$ cat src/hdl/pyramid_pkg.sv
`default_nettype none

package pyramid_pkg;

    localparam int PIXEL_BITS = 8;

    // octave 1 is the source resolution
    localparam int O1_WIDTH  = 16;
    localparam int O1_HEIGHT = 16;
    localparam int O2_WIDTH  = O1_WIDTH / 2;   // each octave halves both sides
    localparam int O2_HEIGHT = O1_HEIGHT / 2;

    localparam int O1_PIXELS = O1_WIDTH * O1_HEIGHT;
    localparam int O2_PIXELS = O2_WIDTH * O2_HEIGHT;
    localparam int ADDR_BITS = $clog2(O1_PIXELS);   // octave 2 uses the low bits only

    localparam int SRC_READ_LATENCY = 2;   // external memory, enable to data

    typedef logic [PIXEL_BITS-1:0] pixel_t;
    typedef logic [ADDR_BITS-1:0]  addr_t;

    typedef enum logic [2:0] {
        idle,
        copy_o1l1,
        blur_o1l2,
        down_o2l1,
        blur_o2l2
    } stage_t;

    // tag on the shared layer write port
    typedef enum logic [1:0] {
        o1l1,
        o1l2,
        o2l1,
        o2l2
    } layer_t;

endpackage

`default_nettype wire

$ cat src/hdl/half_downsample.sv
`default_nettype none

module half_downsample
    import pyramid_pkg::*;
#(
    parameter int SRC_WIDTH  = O1_WIDTH,
    parameter int SRC_HEIGHT = O1_HEIGHT
) (
    input  wire         clk_in,
    input  wire         rst_in,
    input  wire         start,
    output logic        rd_en,
    output addr_t       rd_addr,
    input  wire pixel_t rd_data,
    output logic        wr_en,
    output addr_t       wr_addr,
    output pixel_t      wr_data,
    output logic        done
);

    logic       busy;
    addr_t      x;          // coordinate in the half-size image
    addr_t      y;
    logic [1:0] tap;        // bit 0 picks the column, bit 1 the row

    logic       tap_vld;
    logic       tap_first;
    logic       tap_last;
    addr_t      tap_pix;

    logic [PIXEL_BITS+1:0] acc;
    logic [PIXEL_BITS+1:0] sum;

    assign rd_en   = busy;
    assign rd_addr = addr_t'((2 * y + tap[1]) * SRC_WIDTH + 2 * x + tap[0]);

    always_ff @(posedge clk_in) begin
        if (rst_in) begin
            busy <= 1'b0;
            x    <= '0;
            y    <= '0;
            tap  <= '0;
        end else if (!busy) begin
            if (start) begin
                busy <= 1'b1;
                x    <= '0;
                y    <= '0;
                tap  <= '0;
            end
        end else begin
            tap <= tap + 1'b1;
            if (tap == 2'd3) begin   // block complete
                if (x != addr_t'(SRC_WIDTH / 2 - 1)) begin
                    x <= x + 1'b1;
                end else begin
                    x <= '0;
                    if (y != addr_t'(SRC_HEIGHT / 2 - 1)) begin
                        y <= y + 1'b1;
                    end else begin
                        y    <= '0;
                        busy <= 1'b0;
                    end
                end
            end
        end
    end

    always_ff @(posedge clk_in) begin
        tap_first <= (tap == 2'd0);
        tap_last  <= (tap == 2'd3);
        tap_pix   <= addr_t'(y * (SRC_WIDTH / 2) + x);
    end

    assign sum = (tap_first ? '0 : acc) + {2'b0, rd_data};

    always_ff @(posedge clk_in) begin
        if (tap_vld) begin
            acc <= sum;
        end
        if (tap_vld && tap_last) begin
            wr_addr <= tap_pix;
            wr_data <= pixel_t'((sum + 2) >> 2);   // mean of four, rounded
        end
    end

    always_ff @(posedge clk_in) begin
        if (rst_in) begin
            tap_vld <= 1'b0;
            wr_en   <= 1'b0;
            done    <= 1'b0;
        end else begin
            tap_vld <= busy;
            wr_en   <= tap_vld && tap_last;
            done    <= wr_en && (wr_addr == addr_t'((SRC_WIDTH / 2) * (SRC_HEIGHT / 2) - 1));
        end
    end

endmodule

`default_nettype wire

$ cat config.mk
export PLATFORM = sky130hd
export DESIGN_NAME = half_downsample
export DESIGN_NICKNAME = d
export VERILOG_FILES = /design/src/hdl/pyramid_pkg.sv /design/src/hdl/half_downsample.sv
export SDC_FILE = /design/constraint.sdc
export NUM_CORES = 1
export LEC_CHECK = 0
export BUFFER_PORTS_ARGS = -buffer_cell sky130_fd_sc_hd__buf_4
export CORE_ASPECT_RATIO = 1.25
export CORE_UTILIZATION = 57
export DETAILED_ROUTE_END_ITERATION = 10
export GPL_TIMING_DRIVEN = 1
export PLACE_DENSITY = 0.79
export SETUP_SLACK_MARGIN = 0.4
export SLEW_MARGIN = 20
export SYNTH_ARGS = -nofsm -noshare
export SYNTH_HDL_FRONTEND = slang
export SYNTH_SLANG_ARGS = --single-unit
$ cat constraint.sdc
create_clock -name clk_in -period 3.6 [get_ports clk_in]
set_input_delay 0.18 -clock clk_in [delete_from_list [all_inputs] [get_ports clk_in]]
set_output_delay 0.18 -clock clk_in [all_outputs]
set_load 0.03 [all_outputs]
==> flow_metrics.env <==
export IMPL_crit_type="reg -> reg"
export IMPL_grt_max_degree=19
export IMPL_setup_viol=0
export IMPL_synth_distinct_cells=43
export IMPL_p_leak_nw=1.44
export IMPL_post_route_min_period_ns=2.80
export IMPL_grt_overflow=0
export IMPL_num_rows=28
export IMPL_crit_chain="nor2b_1 > ha_1 > fa_1 > a21o_2 > a221oi_2 > xnor2_2 > and4_1 > nand4_1 > xnor2_1"
export IMPL_synth_edf_count=26
export IMPL_design_area_um2=3400
export IMPL_status="completed"
export IMPL_vias_per_cell=5.61
export IMPL_slowest_delay_ns=0.54
export IMPL_holdCritPathClass="in -> reg"
export IMPL_wl_per_cell_um=14.5
export IMPL_synthToLayoutAreaGrowth_pct=18.5
export IMPL_critPathSlowestCell="dfxtp_1"
export IMPL_fin_crit_sh_pct=77.6
export IMPL_synth_top_area_share_pct=27.2
export IMPL_track_usage_pct=22.0
export IMPL_fmax_mhz=358
export IMPL_synthCells=263
export IMPL_placed_cell_area_um2=3170
export IMPL_ys_top_cells_by_count="32 x dfxtp_1, 26 x edfxtp_1, 21 x nor2_1"
export IMPL_yosysMostFrequentCell="dfxtp_1"
export IMPL_syn_nets=297
export IMPL_maxSlewHeadroom_pct=52.5
export IMPL_grt_pass1_wl_um=8650
export IMPL_postCtsSetupRepairBufs=0
export IMPL_yosysTopAreaCell="edfxtp_1"
export IMPL_nets=336
export IMPL_rsz0062_at_grt="false"
export IMPL_core_area_um2=4800
export IMPL_path_buf_inv=0
export IMPL_drive_gt1_share_pct=18.2
export IMPL_drt_iter0_drc=128
export IMPL_die_h_um=81.3
export IMPL_worstPathArrival_ns=2.87
export IMPL_dieWidth_um=65.5
export IMPL_cts_root_buf="clkbuf_8"
export IMPL_die_area_um2=5320
export IMPL_cts_tree="done"
export IMPL_clock_latency_ns=0.32
export IMPL_cts_buffers=9
export IMPL_num_vias=2060
export IMPL_worst_setup_path_start_kind="flop"
export IMPL_firstDrtPassIters=4
export IMPL_diodes=0
export IMPL_synth_async_sr_flop_share_pct=0
export IMPL_cts_sinks=58
export IMPL_ys_ff_latch=58
export IMPL_clockBufferDepth=2
export IMPL_grt_pass1_vias=1937
export IMPL_synth_area_leaders="edfxtp_1 27%, dfxtp_1 22%, ha_1 8.7%, xnor2_1 5.5%, nor2b_1 3.3%"
export IMPL_fin_skew_ns=0.00740
export IMPL_power_mw=1.53
export IMPL_tns_ns=0
export IMPL_cp_top_family="adder cells"
export IMPL_gp_congestion=0.840
export IMPL_synth_cell_area_um2=2870
export IMPL_ys_warn_count=0
export IMPL_hold_viol=0
export IMPL_slew_viol_final=0
export IMPL_place_port_buffers=37
export IMPL_cp_max_fo=11
export IMPL_syn_avg_cell_area_um2=10.9
export IMPL_synth_seq_area_share_pct=49.5
export IMPL_crit_required_ns=3.67
export IMPL_hpwlAfterDp_um=3880
export IMPL_ios=38
export IMPL_cts_resized=0
export IMPL_post_route_drc_count=0
export IMPL_floorplan_initialDensity_pct=59.8
export IMPL_drtAntennaViolNets=0
export IMPL_max_cap_viol_count=0
export IMPL_ctsHoldBuffers=0
export IMPL_clk_pin_slew_ns=0.06
export IMPL_power_density_nw_per_um2=450
export IMPL_max_vdd_ir_drop_mv=0.276
export IMPL_tightest_slew_ns=0.713
export IMPL_antenna_found_initial=0
export IMPL_cp_end_kind="flop"
export IMPL_htree_levels=3
export IMPL_wl_um=5310
export IMPL_synth_ff_type="dfxtp_1"
==> state kept, by name (all words and copies together), names as in the netlist, 2 cells and up <==
name     flops
y            8
acc         10
tap_pix      8
wr_addr      8
tap          2
wr_data      8
x            8
==> layout make-up <==
class	count	area [µm²]
Tap cell	60	75.1
Sequential cell	58	1420
Inverter	14	52.6
Fill cell	351	1400
Clock buffer	11	153
Multi-Input combinational cell	182	1350
Clock inverter	5	75.1
Timing Repair Buffer	37	278
==> power by group <==
group          total (mW)  internal (mW)  switching (mW)
logic               0.139         0.0600          0.0790
registers           0.717          0.705          0.0116
clock network       0.672          0.427           0.245
total                1.53           1.19           0.335
==> layer usage <==
layer	track usage (%)	vias up	share of wire [%]
li1	-	1013	-
met1	25.6	980	43
met2	37.7	55	50
met3	6.04	12	5.1
met4	9.78	0	2.0
met5	0	-	0
==> layout by cell type, fill, tap and decap left out, types with 2 or more instances in the layout <==
cell type  instances
a21oi_1           15
nor3_1             9
edfxtp_1          26
dfxtp_1           32
a31oi_1            2
clkinv_1           2
nand2_1            9
inv_1             14
and2_1             2
ha_1              20
nand4_1            6
bufinv_16          2
nor4b_1            2
and3_1             6
nand3_1            7
nor2_1            21
buf_4             37
clkbuf_8           9
o21ai_0            4
fa_1               3
xor2_1            10
and4_1             2
a221oi_2           2
a21o_1             9
nor2b_1           15
xnor2_1           18
a22oi_1            2
mux2i_1            3
==> worst paths after layout <==
kind | from | to | slack, ns | depth (start not counted)
min | rd_data[0] | acc[0] | 0.16 | 2
max reg2reg | tap_first | wr_data[7] | 0.80 | 9
max | tap_first | wr_data[7] | 0.80 | 9
min reg2reg | tap_pix[3] | wr_addr[3] | 0.41 | 0
==> cells by family (layout without fill, tap and decap cells) <==
family	count (synthesis)	count (layout)	share of synthesized area, %
adder cells (fa/ha/maj)	23	23	10.8
flip-flops	58	58	49.5
AND/OR/NAND/NOR	85	85	15.8
buffers and inverters	23	67	3.58
multiplexers	4	4	1.44
AO/OA/AOI/OAI	41	41	9.68
XOR/XNOR	29	29	9.11
==> through the flow <==
step	setup slack (ns)	util, %	std cells	hold WS, ns
after floorplan	0.967	-	263	0.376
after global placement	0.928	66.1	351	0.387
after detailed placement	0.831	66.1	351	0.389
after CTS	0.811	70.8	367	0.153
after global routing	0.692	70.8	367	0.155
final	0.805	70.8	367	0.155
Power figures use the tool's default switching activity.
