$ cat src/hdl/pyramid_pkg.sv
`default_nettype none

package pyramid_pkg;

    localparam int PIXEL_BITS = 8;

    // octave 1 is the source resolution
    localparam int O1_WIDTH  = 16;
    localparam int O1_HEIGHT = 16;
    localparam int O2_WIDTH  = O1_WIDTH / 2;   // each octave halves both sides
    localparam int O2_HEIGHT = O1_HEIGHT / 2;

    localparam int O1_PIXELS = O1_WIDTH * O1_HEIGHT;
    localparam int O2_PIXELS = O2_WIDTH * O2_HEIGHT;
    localparam int ADDR_BITS = $clog2(O1_PIXELS);   // octave 2 uses the low bits only

    localparam int SRC_READ_LATENCY = 2;   // external memory, enable to data

    typedef logic [PIXEL_BITS-1:0] pixel_t;
    typedef logic [ADDR_BITS-1:0]  addr_t;

    typedef enum logic [2:0] {
        idle,
        copy_o1l1,
        blur_o1l2,
        down_o2l1,
        blur_o2l2
    } stage_t;

    // tag on the shared layer write port
    typedef enum logic [1:0] {
        o1l1,
        o1l2,
        o2l1,
        o2l2
    } layer_t;

endpackage

`default_nettype wire

$ cat src/hdl/pyramid_sequencer.sv
`default_nettype none

module pyramid_sequencer
    import pyramid_pkg::*;
(
    input  wire    clk_in,
    input  wire    rst_in,
    input  wire    start_in,
    output stage_t stage,
    output logic   src_rd_en,
    output addr_t  src_addr,
    output logic   copy_wr_en,
    output addr_t  copy_wr_addr,
    output logic   blur1_start,
    output logic   down_start,
    output logic   blur2_start,
    input  wire    blur1_done,
    input  wire    down_done,
    input  wire    blur2_done,
    output logic   pyramid_done
);

    // source read enable and address, delayed to meet the returning pixel
    logic [SRC_READ_LATENCY-1:0] en_pipe;
    addr_t                       addr_pipe [SRC_READ_LATENCY];

    assign copy_wr_en   = en_pipe[SRC_READ_LATENCY-1];
    assign copy_wr_addr = addr_pipe[SRC_READ_LATENCY-1];

    always_ff @(posedge clk_in) begin
        addr_pipe[0] <= src_addr;
        for (int i = 1; i < SRC_READ_LATENCY; i++) begin
            addr_pipe[i] <= addr_pipe[i-1];
        end
    end

    always_ff @(posedge clk_in) begin
        if (rst_in) begin
            stage        <= idle;
            src_rd_en    <= 1'b0;
            src_addr     <= '0;
            en_pipe      <= '0;
            blur1_start  <= 1'b0;
            down_start   <= 1'b0;
            blur2_start  <= 1'b0;
            pyramid_done <= 1'b0;
        end else begin
            en_pipe      <= (en_pipe << 1) | SRC_READ_LATENCY'(src_rd_en);
            blur1_start  <= 1'b0;   // all starts and done are single pulses
            down_start   <= 1'b0;
            blur2_start  <= 1'b0;
            pyramid_done <= 1'b0;
            case (stage)
                idle: begin
                    if (start_in) begin
                        stage     <= copy_o1l1;
                        src_rd_en <= 1'b1;
                        src_addr  <= '0;
                    end
                end
                copy_o1l1: begin
                    // back-to-back reads over the whole source image
                    if (src_rd_en) begin
                        src_addr <= src_addr + 1'b1;
                        if (src_addr == addr_t'(O1_PIXELS - 1)) begin
                            src_rd_en <= 1'b0;
                        end
                    end
                    if (copy_wr_en && copy_wr_addr == addr_t'(O1_PIXELS - 1)) begin
                        stage       <= blur_o1l2;
                        blur1_start <= 1'b1;
                    end
                end
                blur_o1l2: begin
                    if (blur1_done) begin
                        stage      <= down_o2l1;
                        down_start <= 1'b1;
                    end
                end
                down_o2l1: begin
                    if (down_done) begin
                        stage       <= blur_o2l2;
                        blur2_start <= 1'b1;
                    end
                end
                blur_o2l2: begin
                    if (blur2_done) begin
                        stage        <= idle;
                        pyramid_done <= 1'b1;
                    end
                end
                default: stage <= idle;
            endcase
        end
    end

endmodule

`default_nettype wire

$ cat config.mk
export PLATFORM = sky130hd
export DESIGN_NAME = pyramid_sequencer
export DESIGN_NICKNAME = d
export VERILOG_FILES = /design/src/hdl/pyramid_pkg.sv /design/src/hdl/pyramid_sequencer.sv
export SDC_FILE = /design/constraint.sdc
export NUM_CORES = 1
export LEC_CHECK = 0
export BUFFER_PORTS_ARGS = -buffer_cell sky130_fd_sc_hd__buf_2
export CORE_ASPECT_RATIO = 0.75
export CORE_MARGIN = 1.5
export CORE_UTILIZATION = 50
export CTS_BUF_LIST = sky130_fd_sc_hd__clkbuf_16
export DETAILED_ROUTE_END_ITERATION = 16
export GPL_TIMING_DRIVEN = 0
export HOLD_SLACK_MARGIN = 0.12
export PLACE_DENSITY = 0.76
export SLEW_MARGIN = 20
export SYNTH_ARGS = -nofsm -noshare
export SYNTH_HDL_FRONTEND = slang
export SYNTH_SLANG_ARGS = --single-unit
export TNS_END_PERCENT = 100
$ cat constraint.sdc
create_clock -name clk_in -period 4.2 [get_ports clk_in]
set_input_delay 0.63 -clock clk_in [delete_from_list [all_inputs] [get_ports clk_in]]
set_output_delay 0.63 -clock clk_in [all_outputs]
set_load 0.005 [all_outputs]
==> flow_metrics.tcl <==
set metrics [dict create \
    status "finished, final reports clean" \
    yosys_warnings 0 \
    dr.pass1.iters 4 \
    finalHoldViolCount 0 \
    synth_flop_cell "dfxtp_1" \
    gp_congestion 0.7725 \
    gr-total-overflow 0 \
    clk_latency_ns 0.28 \
    synth_cell_types 33 \
    grt_pass1_vias 798 \
    nNetsFinal 158 \
    grt_usage 0.2001 \
    layout_min_cycle_time_ns 1.588 \
    timing.critical_path.cells "buf_2" \
    syn_inst 114 \
    cts.repair.resized 0 \
    p_leak_nw 0.6767 \
    timing.fmax_mhz 629.9 \
    numCtsBuffers 5 \
    crit_path_end_kind "primary output" \
    critical_path_required_ns 3.57 \
    ys_seq_area_frac 0.5661 \
    final_cells 186 \
    critPathSlowestCell "dfxtp_1" \
    cts_setup_buffers 0 \
    nFillCells 175 \
    crit_type "flop to primary output" \
    vias_per_cell 4.892 \
    grt_max_degree 12 \
    die_y_um 45.47 \
    dp_hpwl_mm 1.612 \
    io_pins 31 \
    clk_pin_slew_ns 0.05 \
    detail-route-antenna-nets 0 \
    dr_total_vias 910 \
    layout-drive-gt1-share 0.3289 \
    critPathMaxFanout 10 \
    finalCritPeriodShare 0.3780 \
    drc 0 \
    cts_tree "yes" \
    crit_family "flip-flops" \
    hold_buffers 0 \
    tns_ns 0 \
    synth_edf_count 0 \
    path_buf_inv 1 \
    finalInstanceArea_mm2 0.001536 \
    root_buffer "clkbuf_16" \
    io_buffers 30 \
    tightest_slew_ns 0.5115 \
    dp_cells 178 \
    syn_nets 121 \
    rsz0062_at_grt "false" \
    start_util 0.5251 \
    vdd_drop_max_mv 0.3097 \
    htree_num_levels 2 \
    finalSetupViolations 0 \
    num_rows 15 \
    core_area_mm2 0.002290 \
    cpPeakStageDelay_ns 0.51 \
    antenna_found_initial 0 \
    syn_avg_cell_area_um2 10.55 \
    p_per_area_mw_per_mm2 509.1 \
    fp.dieArea_mm2 0.002711 \
    dpl-instance-area_mm2 0.001395 \
    clockBufferDepth 2 \
    cts_sinks 34 \
    hold_class "flop to flop" \
    final_common_cell "dfxtp_1" \
    slew-limit-headroom 0.6493 \
    synthArstFlopShare 0 \
    drtIter0Drc 14 \
    cp_data_arrival_time_ns 0.96 \
    start_kind "flop" \
    drt-total-wl_mm 2.298 \
    area_growth_pct 27.78 \
    routedWlPerCell_um 12.35 \
    grt_pass1_wl_mm 3.746 \
    synth_seq_cells 34 \
    finClkSkew_ns 0.003886 \
    max_cap_viol_count 0 \
    die_w_um 59.63 \
    layout_common_cells "dfxtp_1 (34), buf_2 (32), nor2_1 (11)" \
    slew_viol_final 0 \
    synth_area_mm2 0.001202 \
    diodes 0 \
]
## synthesized netlist by cell type (all sizes together) (2+ instances only)
cell type | n | area share
a21oi | 3 | 0.012
buf | 11 | 0.068
dfxtp | 34 | 0.57
mux2i | 3 | 0.025
nand2 | 5 | 0.016
nand3 | 8 | 0.033
nand3b | 2 | 0.012
nand4 | 2 | 0.010
nor2 | 11 | 0.034
nor2b | 4 | 0.021
nor3 | 3 | 0.012
nor3b | 4 | 0.029
nor4 | 3 | 0.021
or2 | 2 | 0.010
xnor2 | 6 | 0.044
## through the flow
| step | power (mW) | hold slack, ns | utilization | worst slack (ns) |
|---|---|---|---|---|
| 5_1_grt | 0.8170 | 0.3346 | 0.6710 | 2.494 |
| 6_report | 0.7823 | 0.3241 | 0.6710 | 2.612 |
| 3_5_place_dp | 0.4425 | 0.3132 | 0.6093 | 2.592 |
| 4_1_cts | 0.7854 | 0.3235 | 0.6710 | 2.615 |
| 3_3_place_gp | 0.4390 | 0.3114 | 0.6093 | 2.610 |
| 2_1_floorplan | 0.4140 | 0.3096 | - | 2.804 |
## metal layers
layer | vias to the layer above | wire length [um] | track usage
li1 | 459 | - | -
met3 | 7 | 133 | 0.08807
met5 | - | 0 | 0
met2 | 31 | 1031 | 0.2923
met4 | 0 | 46 | 0.1067
met1 | 413 | 1085 | 0.2504
## state kept, by name, summed over array words and instances (netlist names)
name / cells
stage: 3
src_rd_en: 1
pyramid_done: 1
src_addr: 8
addr_pipe: 16
down_start: 1
blur2_start: 1
en_pipe: 2
blur1_start: 1
## logic make-up after synthesis
logic type | after synthesis | synth area share
XOR/XNOR | 6 | 0.04370
buffers and inverters | 12 | 0.07076
AND/OR/NAND/NOR | 51 | 0.2466
flip-flops | 34 | 0.5661
multiplexers | 3 | 0.02497
AO/OA/AOI/OAI | 7 | 0.03747
adder cells (fa/ha/maj) | 1 | 0.01040
## report_power, final
group          total [mW]  internal, mW  switching (mW)
sequential          0.347         0.336          0.0102
clock               0.345         0.216           0.129
combinational      0.0908        0.0394          0.0514
## final cells by class
cell class                      count  area (um2)  share of cell area
Tap cell                           34       42.54             0.02769
Buffer                             12       85.08             0.05537
Clock buffer                        5       125.1             0.08143
Multi-Input combinational cell     68       436.7              0.2842
Sequential cell                    34       680.7              0.4430
Clock inverter                      3       16.27             0.01059
Timing Repair Buffer               30       150.1             0.09772
## worst register-to-register path, delay by kind of cell, from the launching register on
kind                   cells  cell delay [ns]
XOR/XNOR                   1             0.17
buffers and inverters      1             0.21
flip-flops                 1             0.34
multiplexers               1             0.50
AND/OR/NAND/NOR            2             0.19
## path summary, 6_finish.rpt
kind | from | endpoint | slack [ns] | cells past startpoint
worst max-delay path | stage[2] | stage[2] | 2.61 | 1
worst min-delay path | addr_pipe[0][7] | addr_pipe[0][15] | 0.32 | 0
worst min register to register | addr_pipe[0][7] | addr_pipe[0][15] | 0.32 | 0
worst max register to register | stage[0] | src_addr[5] | 2.68 | 5
Note: power is estimated with default switching activity, not from simulation.
