$ cat config.mk
export PLATFORM = sky130hd
export DESIGN_NAME = frame_buffer_flat
export DESIGN_NICKNAME = d
export VERILOG_FILES = /design/src/hdl/pyramid_pkg.sv /design/src/hdl/pixel_mem_if.sv /design/src/hdl/frame_buffer.sv /design/src/flat_wrapper.sv
export SDC_FILE = /design/constraint.sdc
export NUM_CORES = 2
export LEC_CHECK = 0
export ABC_AREA = 1
export BUFFER_PORTS_ARGS = -buffer_cell sky130_fd_sc_hd__clkbuf_2
export CAP_MARGIN = 20
export CORE_MARGIN = 4
export CORE_UTILIZATION = 55
export DETAILED_ROUTE_END_ITERATION = 7
export HOLD_SLACK_MARGIN = 0.02
export PLACE_DENSITY_LB_ADDON = 0.15
export RECOVER_POWER = 25
export SLEW_MARGIN = 15
export SYNTH_ARGS = -nofsm -noshare
export SYNTH_HDL_FRONTEND = slang
export SYNTH_SLANG_ARGS = --single-unit
$ cat constraint.sdc
create_clock -name clk_in -period 2.5 [get_ports clk_in]
set_input_delay 0.25 -clock clk_in [delete_from_list [all_inputs] [get_ports clk_in]]
set_output_delay 0.25 -clock clk_in [all_outputs]
set_load 0.01 [all_outputs]
$ cat src/hdl/pyramid_pkg.sv
`default_nettype none

package pyramid_pkg;

    localparam int PIXEL_BITS = 8;

    // octave 1 is the source resolution
    localparam int O1_WIDTH  = 16;
    localparam int O1_HEIGHT = 16;
    localparam int O2_WIDTH  = O1_WIDTH / 2;   // each octave halves both sides
    localparam int O2_HEIGHT = O1_HEIGHT / 2;

    localparam int O1_PIXELS = O1_WIDTH * O1_HEIGHT;
    localparam int O2_PIXELS = O2_WIDTH * O2_HEIGHT;
    localparam int ADDR_BITS = $clog2(O1_PIXELS);   // octave 2 uses the low bits only

    localparam int SRC_READ_LATENCY = 2;   // external memory, enable to data

    typedef logic [PIXEL_BITS-1:0] pixel_t;
    typedef logic [ADDR_BITS-1:0]  addr_t;

    typedef enum logic [2:0] {
        idle,
        copy_o1l1,
        blur_o1l2,
        down_o2l1,
        blur_o2l2
    } stage_t;

    // tag on the shared layer write port
    typedef enum logic [1:0] {
        o1l1,
        o1l2,
        o2l1,
        o2l2
    } layer_t;

endpackage

`default_nettype wire

$ cat src/hdl/pixel_mem_if.sv
`default_nettype none

interface pixel_mem_if
    import pyramid_pkg::*;
();
    logic   rd_en;
    addr_t  rd_addr;
    pixel_t rd_data;   // valid one cycle after rd_en
    logic   wr_en;
    addr_t  wr_addr;
    pixel_t wr_data;

    // routing side
    modport client (
        output rd_en,
        output rd_addr,
        input  rd_data,
        output wr_en,
        output wr_addr,
        output wr_data
    );

    modport mem (
        input  rd_en,
        input  rd_addr,
        output rd_data,
        input  wr_en,
        input  wr_addr,
        input  wr_data
    );

endinterface

`default_nettype wire

$ cat src/hdl/frame_buffer.sv
`default_nettype none

module frame_buffer
    import pyramid_pkg::*;
#(
    parameter int DEPTH = O1_PIXELS
) (
    input  wire      clk_in,
    pixel_mem_if.mem mem
);

    pixel_t ram [DEPTH];

    // write port
    always_ff @(posedge clk_in) begin
        if (mem.wr_en) begin
            ram[mem.wr_addr[$clog2(DEPTH)-1:0]] <= mem.wr_data;
        end
    end

    // registered read, a same-cycle write is not seen yet
    always_ff @(posedge clk_in) begin
        if (mem.rd_en) begin
            mem.rd_data <= ram[mem.rd_addr[$clog2(DEPTH)-1:0]];
        end
    end

endmodule

`default_nettype wire

$ cat src/flat_wrapper.sv
// flat-port wrapper written by rule: the top's interface ports become plain ports
module frame_buffer_flat import pyramid_pkg::*;
#(
    parameter int DEPTH = O1_PIXELS
)
  (clk_in, mem_rd_en, mem_rd_addr, mem_rd_data, mem_wr_en, mem_wr_addr, mem_wr_data);
  pixel_mem_if mem_i ();
  input  wire clk_in;
  input wire logic [$bits(mem_i.rd_en)-1:0] mem_rd_en;
  input wire logic [$bits(mem_i.rd_addr)-1:0] mem_rd_addr;
  output wire logic [$bits(mem_i.rd_data)-1:0] mem_rd_data;
  input wire logic [$bits(mem_i.wr_en)-1:0] mem_wr_en;
  input wire logic [$bits(mem_i.wr_addr)-1:0] mem_wr_addr;
  input wire logic [$bits(mem_i.wr_data)-1:0] mem_wr_data;
  assign mem_i.rd_en = mem_rd_en;
  assign mem_i.rd_addr = mem_rd_addr;
  assign mem_rd_data = mem_i.rd_data;
  assign mem_i.wr_en = mem_wr_en;
  assign mem_i.wr_addr = mem_wr_addr;
  assign mem_i.wr_data = mem_wr_data;
  frame_buffer #(.DEPTH(DEPTH)) u_core (.clk_in(clk_in), .mem(mem_i));
endmodule
==> key figures <==
Min path
  – Hold Crit Class: input pin to register
  – Worst hold stages: 6
  – Hold Path Sink: u_core.ram[129][5]
  – Hold Crit Start: mem_wr_addr[7]

Clock tree
  – CTS tree: yes
  – Clock tree sinks: 2056
  – Root buf cell: clkbuf_16
  – Clk slew on worst S/H paths: 0.06 ns
  – Clock latency on the worst-skew pair: 0.85 ns
  – Post-CTS Repair Setup Buffers: 0
  – Clk buf depth: 3
  – H-tree depth: 4
  – TritonCTS Buffers: 204

Place
  – Buffers on Ports: 34
  – DP HPWL: 142 mm
  – GPL Wtd Cong: 0.926
  – Cell Area, Placed: 89300 µm²
  – Pre-CTS WS: -0.171 ns

Power and ir drop
  – P_leak: 34.1 nW
  – Max VDD drop: 0.000609 V
  – Power per cell area: 761 nW/µm²

Floorplan
  – Die span in x: 397 µm
  – Die area: 158000 µm²
  – I/O pin cnt: 35
  – Core area: 150000 µm²
  – Initial Utilization: 0.555
  – Cell Rows: 142
  – Die height: 397 µm

Synth
  – Synth unique cells: 12
  – Adder-cell share of the synthesized area: 0
  – Synthesis Warnings: 0
  – Synth Net Count: 7030
  – Cell Area, Synth: 83400 µm²
  – Post-synthesis xor/xnor area fraction: 0
  – Complex-gate fraction of the synthesized area: 0
  – Synth Instances: 7003
  – Mux cell area share after synthesis: 0
  – Synth Area in Simple Gates: 0.229
  – Synthesized area per cell: 11.9 µm²
  – Sequential share of the synthesized area: 0.740
  – Synth Register Bits: 2056
  – Largest family of logic cells by synthesized area: simple AND/OR/NAND/NOR gates

Worst setup path
  – Reg2reg end: u_core.mem.rd_data[4]
  – Cell chain of the critical path: clkbuf_1 -> nor2_1 -> inv_1 -> nor2_1 -> nand2_1 -> clkbuf_1 -> nor2_1 -> buf_4
  – Slowest cell on crit path: clkbuf_1
  – R2r worst-path depth: 10
  – Critical Path End Type: register
  – CP max FO: 8
  – Worst Setup Path Type: input pin to register
  – Reg2reg start: u_core.ram[100][4]
  – Req. time, crit path: 3.08 ns
  – Crit path max-delay family: buffers and inverters
  – Critical Path Source Type: input pin
  – Cell mode on critical path: nor2_1
  – CP Buf/Inv Count: 4
  – Crit path DAT: 2.96 ns
  – Crit-path max cell delay: 1.27 ns
  – Reg-to-reg slack, setup: 0.35 ns

GRT
  – GRT overflow: 0
  – Vias in the first global route: 53781
  – Tot GR Track Use: 0.291
  – Initial antenna violation count: 6
  – First-pass GRT wire length: 344 mm
  – Largest net degree at the start of global routing: 86

STA
  – # setup viols final: 0
  – Min Tclk post-route: 2.38 ns
  – Relative slew slack: -0.321
  – Fmax: 0.420 GHz
  – Slew Viols, Final: 375
  – Total negative slack: 0 ns
  – Ratio of final minimum period to clock period: 0.951
  – Final Worst Setup Slack: 0.122 ns
  – WHS: 0.299 ns
  – Unrepaired setup endpoints after global routing: no
  – Worst Skew: 0.0312 ns
  – Slew @ Worst Pin: 1.98 ns
  – Final Hold Fails: 0

Final layout
  – Nets: 7351
  – Layout cells sized above 1: 0.113
  – Post-layout instance area: 95800 µm²
  – Commonest non-fill, non-tap cells in the layout: 2118 x nand2_1, 2056 x edfxtp_1, 2019 x nand3_1
  – Area delta synth->final: 14.8%
  – Most common cell after layout, fill and taps aside: nand2_1

Drt
  – DR pass1 iterations: 8
  – Post-route ant nets: 0
  – Vias per inst: 5.94
  – DR iter-0 viols: 7196
  – Via count: 56506
  – WL per Instance: 24.3 µm
  – Drt drc: 0
  – Final wirelength: 231 mm

Status
  – Failing checks: capacitance limit, slew limit
  – Status: finished with violations

Run
  – Number of max-cap violations: 9
## layer usage
metal,part of all wire,track usage
met5,0.00012,0
met4,0.032,0.0956
met3,0.11,0.0720
met2,0.46,0.440
met1,0.41,0.420
## timing repair
item	in CTS	in global routing
endpoints found under the hold margin	402	0
hold buffers	10	0
gates resized for setup	0	0
## sequential cells by signal, summed over array words and instances, names as in the netlist
| signal | count |
|---|---|
| u_core.ram | 2048 |
| u_core.mem.rd_data | 8 |
## cell type report
cell class	instances	area (µm²)
inverters	39	180
repair buffers	598	5580
fillers	11472	54500
flip-flops and latches	2056	61700
clock buffers	240	5350
clock inverters	140	1230
diodes	6	15.0
multi-input cells	4425	19100
well taps	2016	2520
## synth_stat cells
library cell	n	area (µm²)
inv_4	1	6.26
inv_2	2	7.51
buf_2	291	1460
inv_1	36	135
buf_1	32	120
nand3_1	2019	10100
buf_6	7	78.8
edfxtp_1	2056	61700
buf_4	47	353
nor2_1	283	1060
clkbuf_1	106	398
nand2_1	2123	7970
## logic make-up (layout without fill, tap and decap cells)
family	after synthesis	after routing
other cells	0	6
flops	2056	2056
simple gates	4425	4425
buf+inv	522	1017
## stage by stage
step,std cells,total power [mW],util
2_1_floorplan,7003,41.1,-
3_3_place_gp,9124,43.4,0.594
3_5_place_dp,9124,43.4,0.594
4_1_cts,9514,73.1,0.639
5_1_grt,9515,75.1,0.637
6_report,9520,72.9,0.637
## worst max-delay path by stage
stage | from | slack [ns] | depth (start not counted) | to
2_1_floorplan | mem_wr_en | 0.76 | 4 | u_core.ram[162][0]
3_3_place_gp | mem_rd_addr[1] | -0.19 | 13 | u_core.mem.rd_data[2]
3_5_place_dp | mem_rd_addr[1] | -0.17 | 13 | u_core.mem.rd_data[2]
4_1_cts | u_core.ram[100][4] | 0.45 | 10 | u_core.mem.rd_data[4]
5_1_grt | mem_wr_addr[2] | 0.24 | 8 | u_core.ram[49][5]
6_report | mem_wr_addr[2] | 0.12 | 8 | u_core.ram[49][2]
## power breakdown
part	total (mW)	internal, mW	switching, mW
Sequential	38.1	38.0	0.0469
Clock	30.1	17.2	12.9
Combinational	4.68	1.30	3.38
Total	72.9	56.5	16.3
## worst min-delay path, stage by stage
cell	delay, ns
clkbuf_2	0.12
nand2_1	0.08
inv_1	0.09
nand2_1	0.05
buf_4	0.22
nor2_1	0.18
Note: power is estimated with default switching activity, not from simulation.
