File: src/hdl/pyramid_pkg.sv
`default_nettype none

package pyramid_pkg;

    localparam int PIXEL_BITS = 8;

    // octave 1 is the source resolution
    localparam int O1_WIDTH  = 16;
    localparam int O1_HEIGHT = 16;
    localparam int O2_WIDTH  = O1_WIDTH / 2;   // each octave halves both sides
    localparam int O2_HEIGHT = O1_HEIGHT / 2;

    localparam int O1_PIXELS = O1_WIDTH * O1_HEIGHT;
    localparam int O2_PIXELS = O2_WIDTH * O2_HEIGHT;
    localparam int ADDR_BITS = $clog2(O1_PIXELS);   // octave 2 uses the low bits only

    localparam int SRC_READ_LATENCY = 2;   // external memory, enable to data

    typedef logic [PIXEL_BITS-1:0] pixel_t;
    typedef logic [ADDR_BITS-1:0]  addr_t;

    typedef enum logic [2:0] {
        idle,
        copy_o1l1,
        blur_o1l2,
        down_o2l1,
        blur_o2l2
    } stage_t;

    // tag on the shared layer write port
    typedef enum logic [1:0] {
        o1l1,
        o1l2,
        o2l1,
        o2l2
    } layer_t;

endpackage

`default_nettype wire

File: src/hdl/gaussian_blur.sv
`default_nettype none

module gaussian_blur
    import pyramid_pkg::*;
#(
    parameter int WIDTH  = O1_WIDTH,
    parameter int HEIGHT = O1_HEIGHT
) (
    input  wire         clk_in,
    input  wire         rst_in,
    input  wire         start,
    output logic        rd_en,
    output addr_t       rd_addr,
    input  wire pixel_t rd_data,
    output logic        wr_en,
    output addr_t       wr_addr,
    output pixel_t      wr_data,
    output logic        done
);

    logic       busy;
    addr_t      x;              // output pixel being built
    addr_t      y;
    logic [1:0] tap_x;          // window position, 0..2 each way
    logic [1:0] tap_y;
    addr_t      sx;             // window tap after edge clamping
    addr_t      sy;

    // tags of the tap whose data is on rd_data this cycle
    logic       tap_vld;
    logic       tap_first;
    logic       tap_last;
    logic [1:0] tap_shift;      // log2 of the 1-2-1 x 1-2-1 weight
    addr_t      tap_pix;

    logic [PIXEL_BITS+4:0] tap_term;
    logic [PIXEL_BITS+4:0] acc;
    logic [PIXEL_BITS+4:0] sum;

    // clamp to the border
    always_comb begin
        if (tap_x == 2'd0) begin
            sx = (x == 0) ? x : x - 1'b1;
        end else if (tap_x == 2'd2) begin
            sx = (x == addr_t'(WIDTH - 1)) ? x : x + 1'b1;
        end else begin
            sx = x;
        end
        if (tap_y == 2'd0) begin
            sy = (y == 0) ? y : y - 1'b1;
        end else if (tap_y == 2'd2) begin
            sy = (y == addr_t'(HEIGHT - 1)) ? y : y + 1'b1;
        end else begin
            sy = y;
        end
    end

    assign rd_en   = busy;   // one tap read per cycle while running
    assign rd_addr = addr_t'(sy * WIDTH + sx);

    // raster walk, nine taps per output pixel
    always_ff @(posedge clk_in) begin
        if (rst_in) begin
            busy  <= 1'b0;
            x     <= '0;
            y     <= '0;
            tap_x <= '0;
            tap_y <= '0;
        end else if (!busy) begin
            if (start) begin
                busy  <= 1'b1;
                x     <= '0;
                y     <= '0;
                tap_x <= '0;
                tap_y <= '0;
            end
        end else if (tap_x != 2'd2) begin
            tap_x <= tap_x + 1'b1;
        end else begin
            tap_x <= '0;
            if (tap_y != 2'd2) begin
                tap_y <= tap_y + 1'b1;
            end else begin
                tap_y <= '0;
                if (x != addr_t'(WIDTH - 1)) begin
                    x <= x + 1'b1;
                end else begin
                    x <= '0;
                    if (y != addr_t'(HEIGHT - 1)) begin
                        y <= y + 1'b1;
                    end else begin
                        y    <= '0;
                        busy <= 1'b0;
                    end
                end
            end
        end
    end

    // tags follow the read by one cycle, like the data
    always_ff @(posedge clk_in) begin
        tap_first <= (tap_x == 2'd0) && (tap_y == 2'd0);
        tap_last  <= (tap_x == 2'd2) && (tap_y == 2'd2);
        tap_shift <= {1'b0, tap_x == 2'd1} + {1'b0, tap_y == 2'd1};
        tap_pix   <= addr_t'(y * WIDTH + x);
    end

    assign tap_term = {5'b0, rd_data} << tap_shift;
    assign sum      = (tap_first ? '0 : acc) + tap_term;

    always_ff @(posedge clk_in) begin
        if (tap_vld) begin
            acc <= sum;
        end
        if (tap_vld && tap_last) begin
            wr_addr <= tap_pix;
            wr_data <= pixel_t'((sum + 8) >> 4);   // weights total 16, round half up
        end
    end

    always_ff @(posedge clk_in) begin
        if (rst_in) begin
            tap_vld <= 1'b0;
            wr_en   <= 1'b0;
            done    <= 1'b0;
        end else begin
            tap_vld <= busy;
            wr_en   <= tap_vld && tap_last;
            done    <= wr_en && (wr_addr == addr_t'(WIDTH * HEIGHT - 1));
        end
    end

endmodule

`default_nettype wire

File: config.mk
export PLATFORM = sky130hd
export DESIGN_NAME = gaussian_blur
export DESIGN_NICKNAME = d
export VERILOG_FILES = /design/src/hdl/pyramid_pkg.sv /design/src/hdl/gaussian_blur.sv
export SDC_FILE = /design/constraint.sdc
export NUM_CORES = 1
export LEC_CHECK = 0
export BUFFER_PORTS_ARGS = -buffer_cell sky130_fd_sc_hd__buf_2
export CORE_MARGIN = 3
export CORE_UTILIZATION = 50
export CTS_CLUSTER_SIZE = 12
export DETAILED_ROUTE_END_ITERATION = 8
export PLACE_DENSITY = 0.68
export SLEW_MARGIN = 30
export SYNTH_ARGS = -nofsm -noshare
export SYNTH_HDL_FRONTEND = slang
export SYNTH_SLANG_ARGS = --single-unit
export TNS_END_PERCENT = 5
File: constraint.sdc
create_clock -name clk_in -period 3.8 [get_ports clk_in]
set_input_delay 0 -clock clk_in [delete_from_list [all_inputs] [get_ports clk_in]]
set_output_delay 0 -clock clk_in [all_outputs]
set_load 0.01 [all_outputs]
==> results of run 1 <==
[critical path, stage by stage (launching register included)]
cell and delay, ns:
dfxtp_1 0.51, ha_1 0.34, nand2_1 0.10, or3_1 0.47, ha_1 0.34, a2bb2oi_1 0.15, o21ai_0 0.11, ha_1 0.25
a21o_1 0.18, a21oi_1 0.16, xnor2_1 0.15, xnor2_1 0.14, buf_2 0.15
[state kept, by name, summed over array words and instances (netlist names), 2 cells and up]
name	count
y	8
x	8
tap_x	2
tap_y	2
wr_data	8
tap_shift	2
tap_pix	8
acc	12
wr_addr	8
[metal layers]
layer	vias to the layer above	track usage	wire length (microns)
met2	82	0.299	3850
li1	1613	-	-
met3	9	0.0347	447
met5	-	0	0
met4	0	0.0577	83
met1	1477	0.283	4080
[placed cells by master, fill, tap and decap left out, types with 3 or more instances in the layout]
cell	instances
a211oi_1	7
a21o_1	6
a21oi_1	38
a22oi_1	6
a31oi_1	3
and2_1	3
and3_1	5
buf_2	37
clkbuf_8	9
dfxtp_1	36
edfxtp_1	28
fa_1	3
ha_1	25
inv_1	22
mux2i_1	13
nand2_1	19
nand2b_1	6
nand3_1	10
nand4_1	11
nor2_1	39
nor2b_1	19
nor3_1	7
nor4_1	3
o211ai_1	3
o21ai_0	22
o22ai_1	5
or3_1	4
xnor2_1	18
xor2_1	11
[how the worst min path moves through the flow]
stage	from	to	slack (ns)
floorplan	start	rd_en	0.19
global placement	start	rd_en	0.35
detailed placement	tap_pix[5]	wr_addr[5]	0.39
CTS	start	rd_en	0.05
global route	start	rd_en	0.08
finish	start	rd_en	0.04
[report_power, final]
group | switching [mW] | internal, mW | total, mW | leakage [nW]
clock | 0.291 | 0.418 | 0.709 | 0.124
sequential | 0.0217 | 0.740 | 0.761 | 0.552
combinational | 0.118 | 0.0872 | 0.205 | 1.14
[kinds of logic after synthesis]
group,share of synthesized area
flops,0.393
simple gates,0.194
fa+ha+maj,0.0937
xor+xnor,0.0695
compound gates,0.170
buf+inv,0.0466
mux,0.0327
[layout make-up]
type	count	area share
sequential	64	0.351
clock inverter	6	0.0220
timing repair buffer	38	0.0434
clock buffer	10	0.0335
multi-input combinational	321	0.503
tap	99	0.0279
inverter	22	0.0186
==> impl_metrics.toml, run 1 <==
[run_status]
status = "complete, no violations"

[synth]
synth_cells = 433
synth_edf_count = 28
yosys_warnings = 0
yosysTopAreaCell = "edfxtp_1"
netlist_top_cells_area = "edfxtp_1 (21%), dfxtp_1 (18%), ha_1 (7.9%)"
synthTopCellsByCount = "nor2_1 (39), a21oi_1 (38), dfxtp_1 (36)"
syn-cell-area_sq_mm = 0.00398
synth_seq_cells = 64
ys_async_sr_fraction = 0
syn_avg_cell_area_sq_um = 9.19
ys_types = 57
syn-num-nets = 472
ys_seq_area_frac = 0.393
yosysMostFrequentCell = "nor2_1"
yosys.area.top_type_share = 0.211
ys.flop_type = "dfxtp_1"

[global_route]
grt_start_max_net_pins = 22
grt_pass1_vias = 2870
overflow = 0
antenna_found_initial = 0
grtUsageTotal = 0.196
grt_pass1_wl_microns = 14000

[cells_and_area]
regArea_sq_mm = 0.00156
design_area_sq_mm = 0.00444
diodes = 0
multiInputGateArea_sq_mm = 0.00224
area_delta_synth_final_pct = 11.7
final_util = 0.594
fill_cells = 663
nets = 495
drive_gt1_frac = 0.137
stdcell_count = 560

[clocking]
clk_pin_slew_worst_paths_ns = 0.08
insertion_delay_ns = 0.34
post-cts-setup-buffer-count = 0
cts.sinks = 64
cts_root_buf = "clkbuf_8"
hold_buffers = 0
cts_tree = "yes"
clockBufferDepth = 2
htree_levels = 3
postCtsResizedCells = 0
numCtsBuffers = 9

[route]
drc = 0
ant_nets = 0
vias = 3181
dr.pass1.iters = 5
wl_microns = 8470
dr.first_iter.drc_count = 188
wl_per_cell_microns = 15.1
viasPerCell = 5.68

[floorplan]
dieArea_sq_mm = 0.00906
num_rows = 31
die_w_microns = 95.2
die_height_microns = 95.2
fp.coreArea_sq_mm = 0.00749
start_util = 0.531
pin_count = 38

[timing]
hold_ws_ns = 0.0393
skew_ns = 0.0118
grt_setup_unrepaired = "false"
tightestPinTransition_ns = 0.841
max_freq_mhz = 296
slew_violations = 0
finalHoldViolations = 0
period_minus_slack_ns = 3.38
relSlewSlack = 0.439
fin_ws_ns = 0.418
post-route-period-util = 0.890
setup_viol = 0
tns_ns = 0

[min_path]
min_path_cells = 3
hold_class = "in -> reg"

[power]
ir_worst_vdd_uv = 198
p_per_area_mw_per_mm2 = 377
leakagePower_nw = 1.82
p_total_mw = 1.68

[place]
place_inst = 544
io_buffers = 37
dp_hpwl_microns = 6270
dpl_worst_slack_ns = 0.527
placed_area_sq_mm = 0.00419
globalplace.congestion = 0.907

[critical_path]
r2r_slack_ns = 0.49
timing.rr.start = "tap_shift[0]"
critical_path_class = "reg -> out"
cp-end-kind = "output pin"
r2r-end = "wr_data[4]"
cp-endpoint = "rd_addr[7]"
cp.required_ns = 3.80
cp_max_fo = 8
crit_arrival_ns = 3.38
cp-startpoint = "y[0]"
worst_setup_path_start_kind = "flop"
ff2ff_path_depth = 10

[run]
maxCapViolations = 0
Note: power is estimated with default switching activity, not from simulation.
==> run 2: changes to the inputs <==
- GPL_TIMING_DRIVEN: unset -> 0
==> impl_metrics.toml, run 2 (same netlist as run 1, synthesis figures left out) <==
[place]
globalplace.congestion = 0.912
place_inst = 569
dp_hpwl_microns = 6410
placed_area_sq_mm = 0.00429
io_buffers = 37

[timing]
setup_viol = 0
finalHoldViolations = 0
relSlewSlack = 0.551
skew_ns = 0.0146
post-route-period-util = 0.917
tns_ns = 0
grt_setup_unrepaired = "false"
period_minus_slack_ns = 3.48
tightestPinTransition_ns = 0.674
max_freq_mhz = 287
slew_violations = 0

[route]
dr.pass1.iters = 5
dr.first_iter.drc_count = 224
wl_microns = 8590
wl_per_cell_microns = 14.6
viasPerCell = 5.62
drc = 0
vias = 3300
ant_nets = 0

[power]
leakagePower_nw = 1.86
p_sw_frac = 0.264
ir_worst_vdd_uv = 164
combPwrFrac = 0.140
internal_power_mw = 1.18
p_per_area_mw_per_mm2 = 354
clkPwrFrac = 0.393
seqPwrFrac = 0.467
p_sw_mw = 0.424

[clocking]
numCtsBuffers = 9
clk_pin_slew_worst_paths_ns = 0.07
clockBufferDepth = 2
post-cts-setup-buffer-count = 0
cts_root_buf = "clkbuf_8"
htree_levels = 3
cts_tree = "yes"
cts.sinks = 64
insertion_delay_ns = 0.35

[run]
maxCapViolations = 0

[critical_path]
r2r_slack_ns = 0.45
cp_max_fo = 8
critical_path_class = "reg -> out"
cp-end-kind = "output pin"
ff2ff_path_depth = 13
crit_path_max_incr_delay_ns = 0.48
path_cells = "ha_1 > nand2_1 > or3_1 > clkbuf_1 > ha_1 > a2bb2oi_1 > o21ai_0 > ha_1 > a21o_1 > a21oi_1 > xnor2_1 > xnor2_1 > buf_2"
crit_slowest_cell = "dfxtp_1"
crit_top_cell = "ha_1"
cp.required_ns = 3.80
worst_setup_path_start_kind = "flop"
crit_arrival_ns = 3.48

[cells_and_area]
largest_reg_flops = 12
stdcell_count = 587
area_delta_synth_final_pct = 14.0
final_common_cell = "buf_2"
drive_gt1_frac = 0.139
diodes = 0
design_area_sq_mm = 0.00454
final_cell_mix = "buf_2 (41), nor2_1 (39), a21oi_1 (38), dfxtp_1 (36), edfxtp_1 (28)"
nets = 522
top_register = "acc"

[global_route]
grt_pass1_wl_microns = 14800
grt_start_max_net_pins = 18
overflow = 0
grt_pass1_vias = 3062
grtUsageTotal = 0.211
antenna_found_initial = 0

[min_path]
min_path_cells = 4
hold_class = "in -> reg"

[floorplan]
num_rows = 31
die_height_microns = 95.2
start_util = 0.531
dieArea_sq_mm = 0.00906
fp.coreArea_sq_mm = 0.00749
pin_count = 38
die_w_microns = 95.2

[run_status]
status = "complete, no violations"
-- run 2: changes by cell type in the layout (fill, tap and decap cells not counted), sizes merged --
cell         before  now
clkbuf           10   30
inv              24   25
buf              38   43
dlygate4sd3       0    2
bufinv            2    1
-- run 2: path summary, 6_finish.rpt --
kind | startpoint | end
worst max-delay path | y[0] | rd_addr[7]
worst min-delay path | rd_data[0] | acc[0]
worst max register to register | tap_shift[0] | wr_data[7]
worst min register to register | x[3] | tap_pix[3]
-- run 2: worst max-delay path: cells and delay by family (launching register included) --
kind / cells / cell delay (ns)
adders and majority gates: 3 / 0.93
AOI/OAI and AO/OA: 4 / 0.63
DFF: 1 / 0.48
and+or+nand+nor: 2 / 0.44
buffers and inverters: 2 / 0.36
xor gates and xnor gates: 2 / 0.30
-- run 2: per-stage QoR --
step / utilization / total power, mW / hold WS (ns) / setup WS [ns]
CTS: 0.605 / 1.62 / 0.129 / 0.242
finish: 0.606 / 1.61 / 0.139 / 0.317
global placement: 0.573 / 0.982 / 0.328 / 0.343
global route: 0.606 / 1.68 / 0.183 / 0.0487
detailed placement: 0.573 / 0.984 / 0.345 / 0.283
floorplan: - / 0.929 / 0.192 / 0.733
-- run 2: layout make-up --
| cell class | instances | area, sq um |
|---|---|---|
| Tap cell | 99 | 124 |
| Timing Repair Buffer | 39 | 205 |
| Fill cell | 654 | 2950 |
| Sequential cell | 64 | 1560 |
| Buffer | 26 | 104 |
| Multi-Input combinational cell | 321 | 2240 |
| Clock inverter | 6 | 70.1 |
| Inverter | 22 | 82.6 |
| Clock buffer | 10 | 149 |
-- run 2: power by group through the flow --
stage          registers (mW)  logic (mW)  clock network [mW]
6_report                0.750       0.224               0.631
3_5_place_dp            0.766       0.218                   0
2_1_floorplan           0.762       0.168                   0
5_1_grt                 0.752       0.254               0.679
3_3_place_gp            0.765       0.217                   0
4_1_cts                 0.750       0.222               0.648
-- run 2: timing repair --
item / in CTS / in global routing
setup endpoints to repair: 0 / 2
hold endpoints to repair: 5 / 0
hold buffers: 2 / 0
resized for setup: 0 / 3
-- run 2: layer usage --
metal / wire (microns) / track usage / vias to the layer above
li1: - / - / 1672
met1: 4240 / 0.304 / 1506
met2: 3740 / 0.308 / 105
met3: 431 / 0.0426 / 17
met4: 172 / 0.0841 / 0
met5: 0 / 0 / -
==> run 3: changes to the inputs <==
- ABC_AREA: unset -> 1
- clock period: 3.8 -> 3.65 ns (I/O delays scaled with it)
==> impl_metrics.toml, run 3 <==
[clocking]
htree_levels = 3
hold_buffers = 3
cts_tree = "yes"
post-cts-setup-buffer-count = 0
cts_root_buf = "clkbuf_8"
numCtsBuffers = 9
postCtsResizedCells = 0
insertion_delay_ns = 0.34
clk_pin_slew_worst_paths_ns = 0.07
cts.sinks = 64
clockBufferDepth = 2

[synth]
yosys.area.top_type_share = 0.200
synth-simple-area-share = 0.290
synth_compound_area_frac = 0.0962
synth_seq_cells = 64
yosysMostFrequentCell = "nand2_1"
syn_avg_cell_area_sq_um = 7.60
yosysTopAreaCell = "edfxtp_1"
ys_async_sr_fraction = 0
synth_cells = 553
syn-cell-area_sq_mm = 0.00420
yosys_warnings = 0
synth_edf_count = 28
netlist_top_cells_area = "edfxtp_1 (20%), dfxtp_1 (17%), nand2_1 (12%)"
synth_top_family_by_area = "simple AND/OR/NAND/NOR gates"
syn-num-nets = 592
ys.flop_type = "dfxtp_1"
synthTopCellsByCount = "nand2_1 (132), inv_1 (84), nor2_1 (56)"
ys_types = 45
ys_seq_area_frac = 0.372
synthAdderAreaFrac = 0.0887
synth-xor-area-share = 0.0354
synth.mux.area_fraction = 0.0191

[cells_and_area]
drive_gt1_frac = 0.166
largest_reg_flops = 12
diodes = 0
final_common_cell = "nand2_1"
final_cell_mix = "nand2_1 (132), inv_1 (84), nor2_1 (56), buf_2 (42), nand3_1 (37)"
area_delta_synth_final_pct = 12.9
fill_cells = 753
top_register = "acc"
nets = 643

[global_route]
grt_pass1_vias = 3385
grtUsageTotal = 0.200
grt_start_max_net_pins = 17
grt_pass1_wl_microns = 15600
antenna_found_initial = 0
overflow = 0

[power]
p_total_mw = 1.90
leakagePower_nw = 2.31
combPwrFrac = 0.268
internal_power_mw = 1.27
p_sw_mw = 0.638
clkPwrFrac = 0.309
ir_worst_vdd_uv = 178
p_per_area_mw_per_mm2 = 401
p_sw_frac = 0.335
seqPwrFrac = 0.423

[critical_path]
r2r-end = "wr_data[7]"
critical_path_class = "reg -> out"
crit_path_max_incr_delay_ns = 0.57
path_cells = "inv_1 > ha_1 > nand3_1 > nor2_1 > nand2_1 > o21ai_0 > a211oi_1 > ha_1 > a21o_1 > a21oi_1 > nand3b_1 > nand2_1 > nand2_1 > nand2_1 > buf_2"
timing.rr.start = "tap_shift[1]"
crit_top_cell = "nand2_1"
crit_arrival_ns = 3.28
r2r_slack_ns = 0.79
cp.required_ns = 3.65
cp_max_fo = 5
cp-startpoint = "x[0]"
worst_setup_path_start_kind = "flop"
crit_slowest_cell = "a211oi_1"
ff2ff_path_depth = 18
cp-end-kind = "output pin"

[timing]
relSlewSlack = 0.570
tightestPinTransition_ns = 0.642
setup_viol = 0
tns_ns = 0
post-route-period-util = 0.900
period_minus_slack_ns = 3.28
finalHoldViolations = 0
slew_violations = 0
max_freq_mhz = 304
skew_ns = 0.0123
grt_setup_unrepaired = "false"

[route]
drc = 0
vias = 3631
wl_per_cell_microns = 12.9
dr.first_iter.drc_count = 148
viasPerCell = 5.11
dr.pass1.iters = 5
ant_nets = 0
wl_microns = 9150

[floorplan]
die_height_microns = 97.7
num_rows = 32
dieArea_sq_mm = 0.00954
die_w_microns = 97.7
fp.coreArea_sq_mm = 0.00793
pin_count = 38
start_util = 0.530

[place]
globalplace.congestion = 0.862
dp_hpwl_microns = 7310
io_buffers = 37

[run]
maxCapViolations = 0

[min_path]
hold_start = "rd_data[0]"
whs_endpoint = "acc[0]"
hold_class = "in -> reg"
min_path_cells = 4

[run_status]
status = "complete, no violations"
## run 3: cell count changes after synthesis, moves of 6 or more
| cell | delta |
|---|---|
| nand3_1 | +27 |
| xnor2_1 | -10 |
| nor2_1 | +17 |
| inv_2 | +13 |
| clkbuf_1 | -16 |
| o21ai_0 | -6 |
| inv_1 | +62 |
| nand2b_1 | -6 |
| a21oi_1 | -17 |
| nand2_1 | +113 |
| nor2b_1 | -19 |
| nand2_2 | +6 |
## run 3: worst max-delay path by stage
| stage | endpoint | slack, ns | cells past startpoint |
|---|---|---|---|
| finish | rd_addr[7] | 0.37 | 15 |
| global placement | wr_data[7] | 0.87 | 18 |
| CTS | rd_addr[7] | 0.40 | 15 |
| global route | rd_addr[7] | 0.13 | 15 |
| detailed placement | rd_addr[7] | 0.78 | 15 |
| floorplan | wr_data[7] | 1.16 | 18 |
## run 3: worst max-delay path: cells and delay by family, from the launching register on
| family | cells | cell delay, ns |
|---|---|---|
| and+or+nand+nor | 7 | 0.68 |
| adders and majority gates | 2 | 0.59 |
| buffers and inverters | 2 | 0.26 |
| AOI/OAI and AO/OA | 4 | 1.02 |
| DFF | 1 | 0.41 |
## run 3: cells by family after synthesis
logic type / Yosys count
simple gates: 266
buf+inv: 107
flops: 64
compound gates: 63
fa+ha+maj: 28
xor+xnor: 17
mux: 8
## run 3: metal layers
metal	track usage	up-vias	share of wire
met4	0.0714	0	0.019
met2	0.313	92	0.44
met5	0	-	0
met3	0.0366	14	0.048
met1	0.278	1634	0.49
li1	-	1891	-
## run 3: area by class of cell
cell class              count  area [sq um]  share of cell area
inverters                  97           364              0.0767
multi-input cells         382          2220               0.469
plain buffers              10          51.3              0.0108
well taps                 102           128              0.0269
repair buffers             40           215              0.0454
flip-flops and latches     64          1560               0.329
clock buffers              10           149              0.0314
clock inverters             6          51.3              0.0108
## run 3: through the flow
stage / cell area (sq um) / std cells / utilization / hold slack (ns) / setup WS [ns]
global placement: 4510 / 692 / 0.569 / 0.293 / 0.872
global route: 4740 / 711 / 0.598 / 0.165 / 0.129
floorplan: 4200 / 553 / - / 0.0785 / 1.16
CTS: 4740 / 711 / 0.598 / 0.132 / 0.396
detailed placement: 4510 / 692 / 0.569 / 0.293 / 0.780
finish: 4740 / 711 / 0.598 / 0.143 / 0.366
## run 3: power groups by stage
stage / Clock (mW) / Sequential [mW] / Combinational (mW)
after floorplan: 0 / 0.817 / 0.382
after global placement: 0 / 0.821 / 0.492
after detailed placement: 0 / 0.822 / 0.504
after CTS: 0.602 / 0.806 / 0.512
after global routing: 0.639 / 0.808 / 0.588
final: 0.589 / 0.805 / 0.510
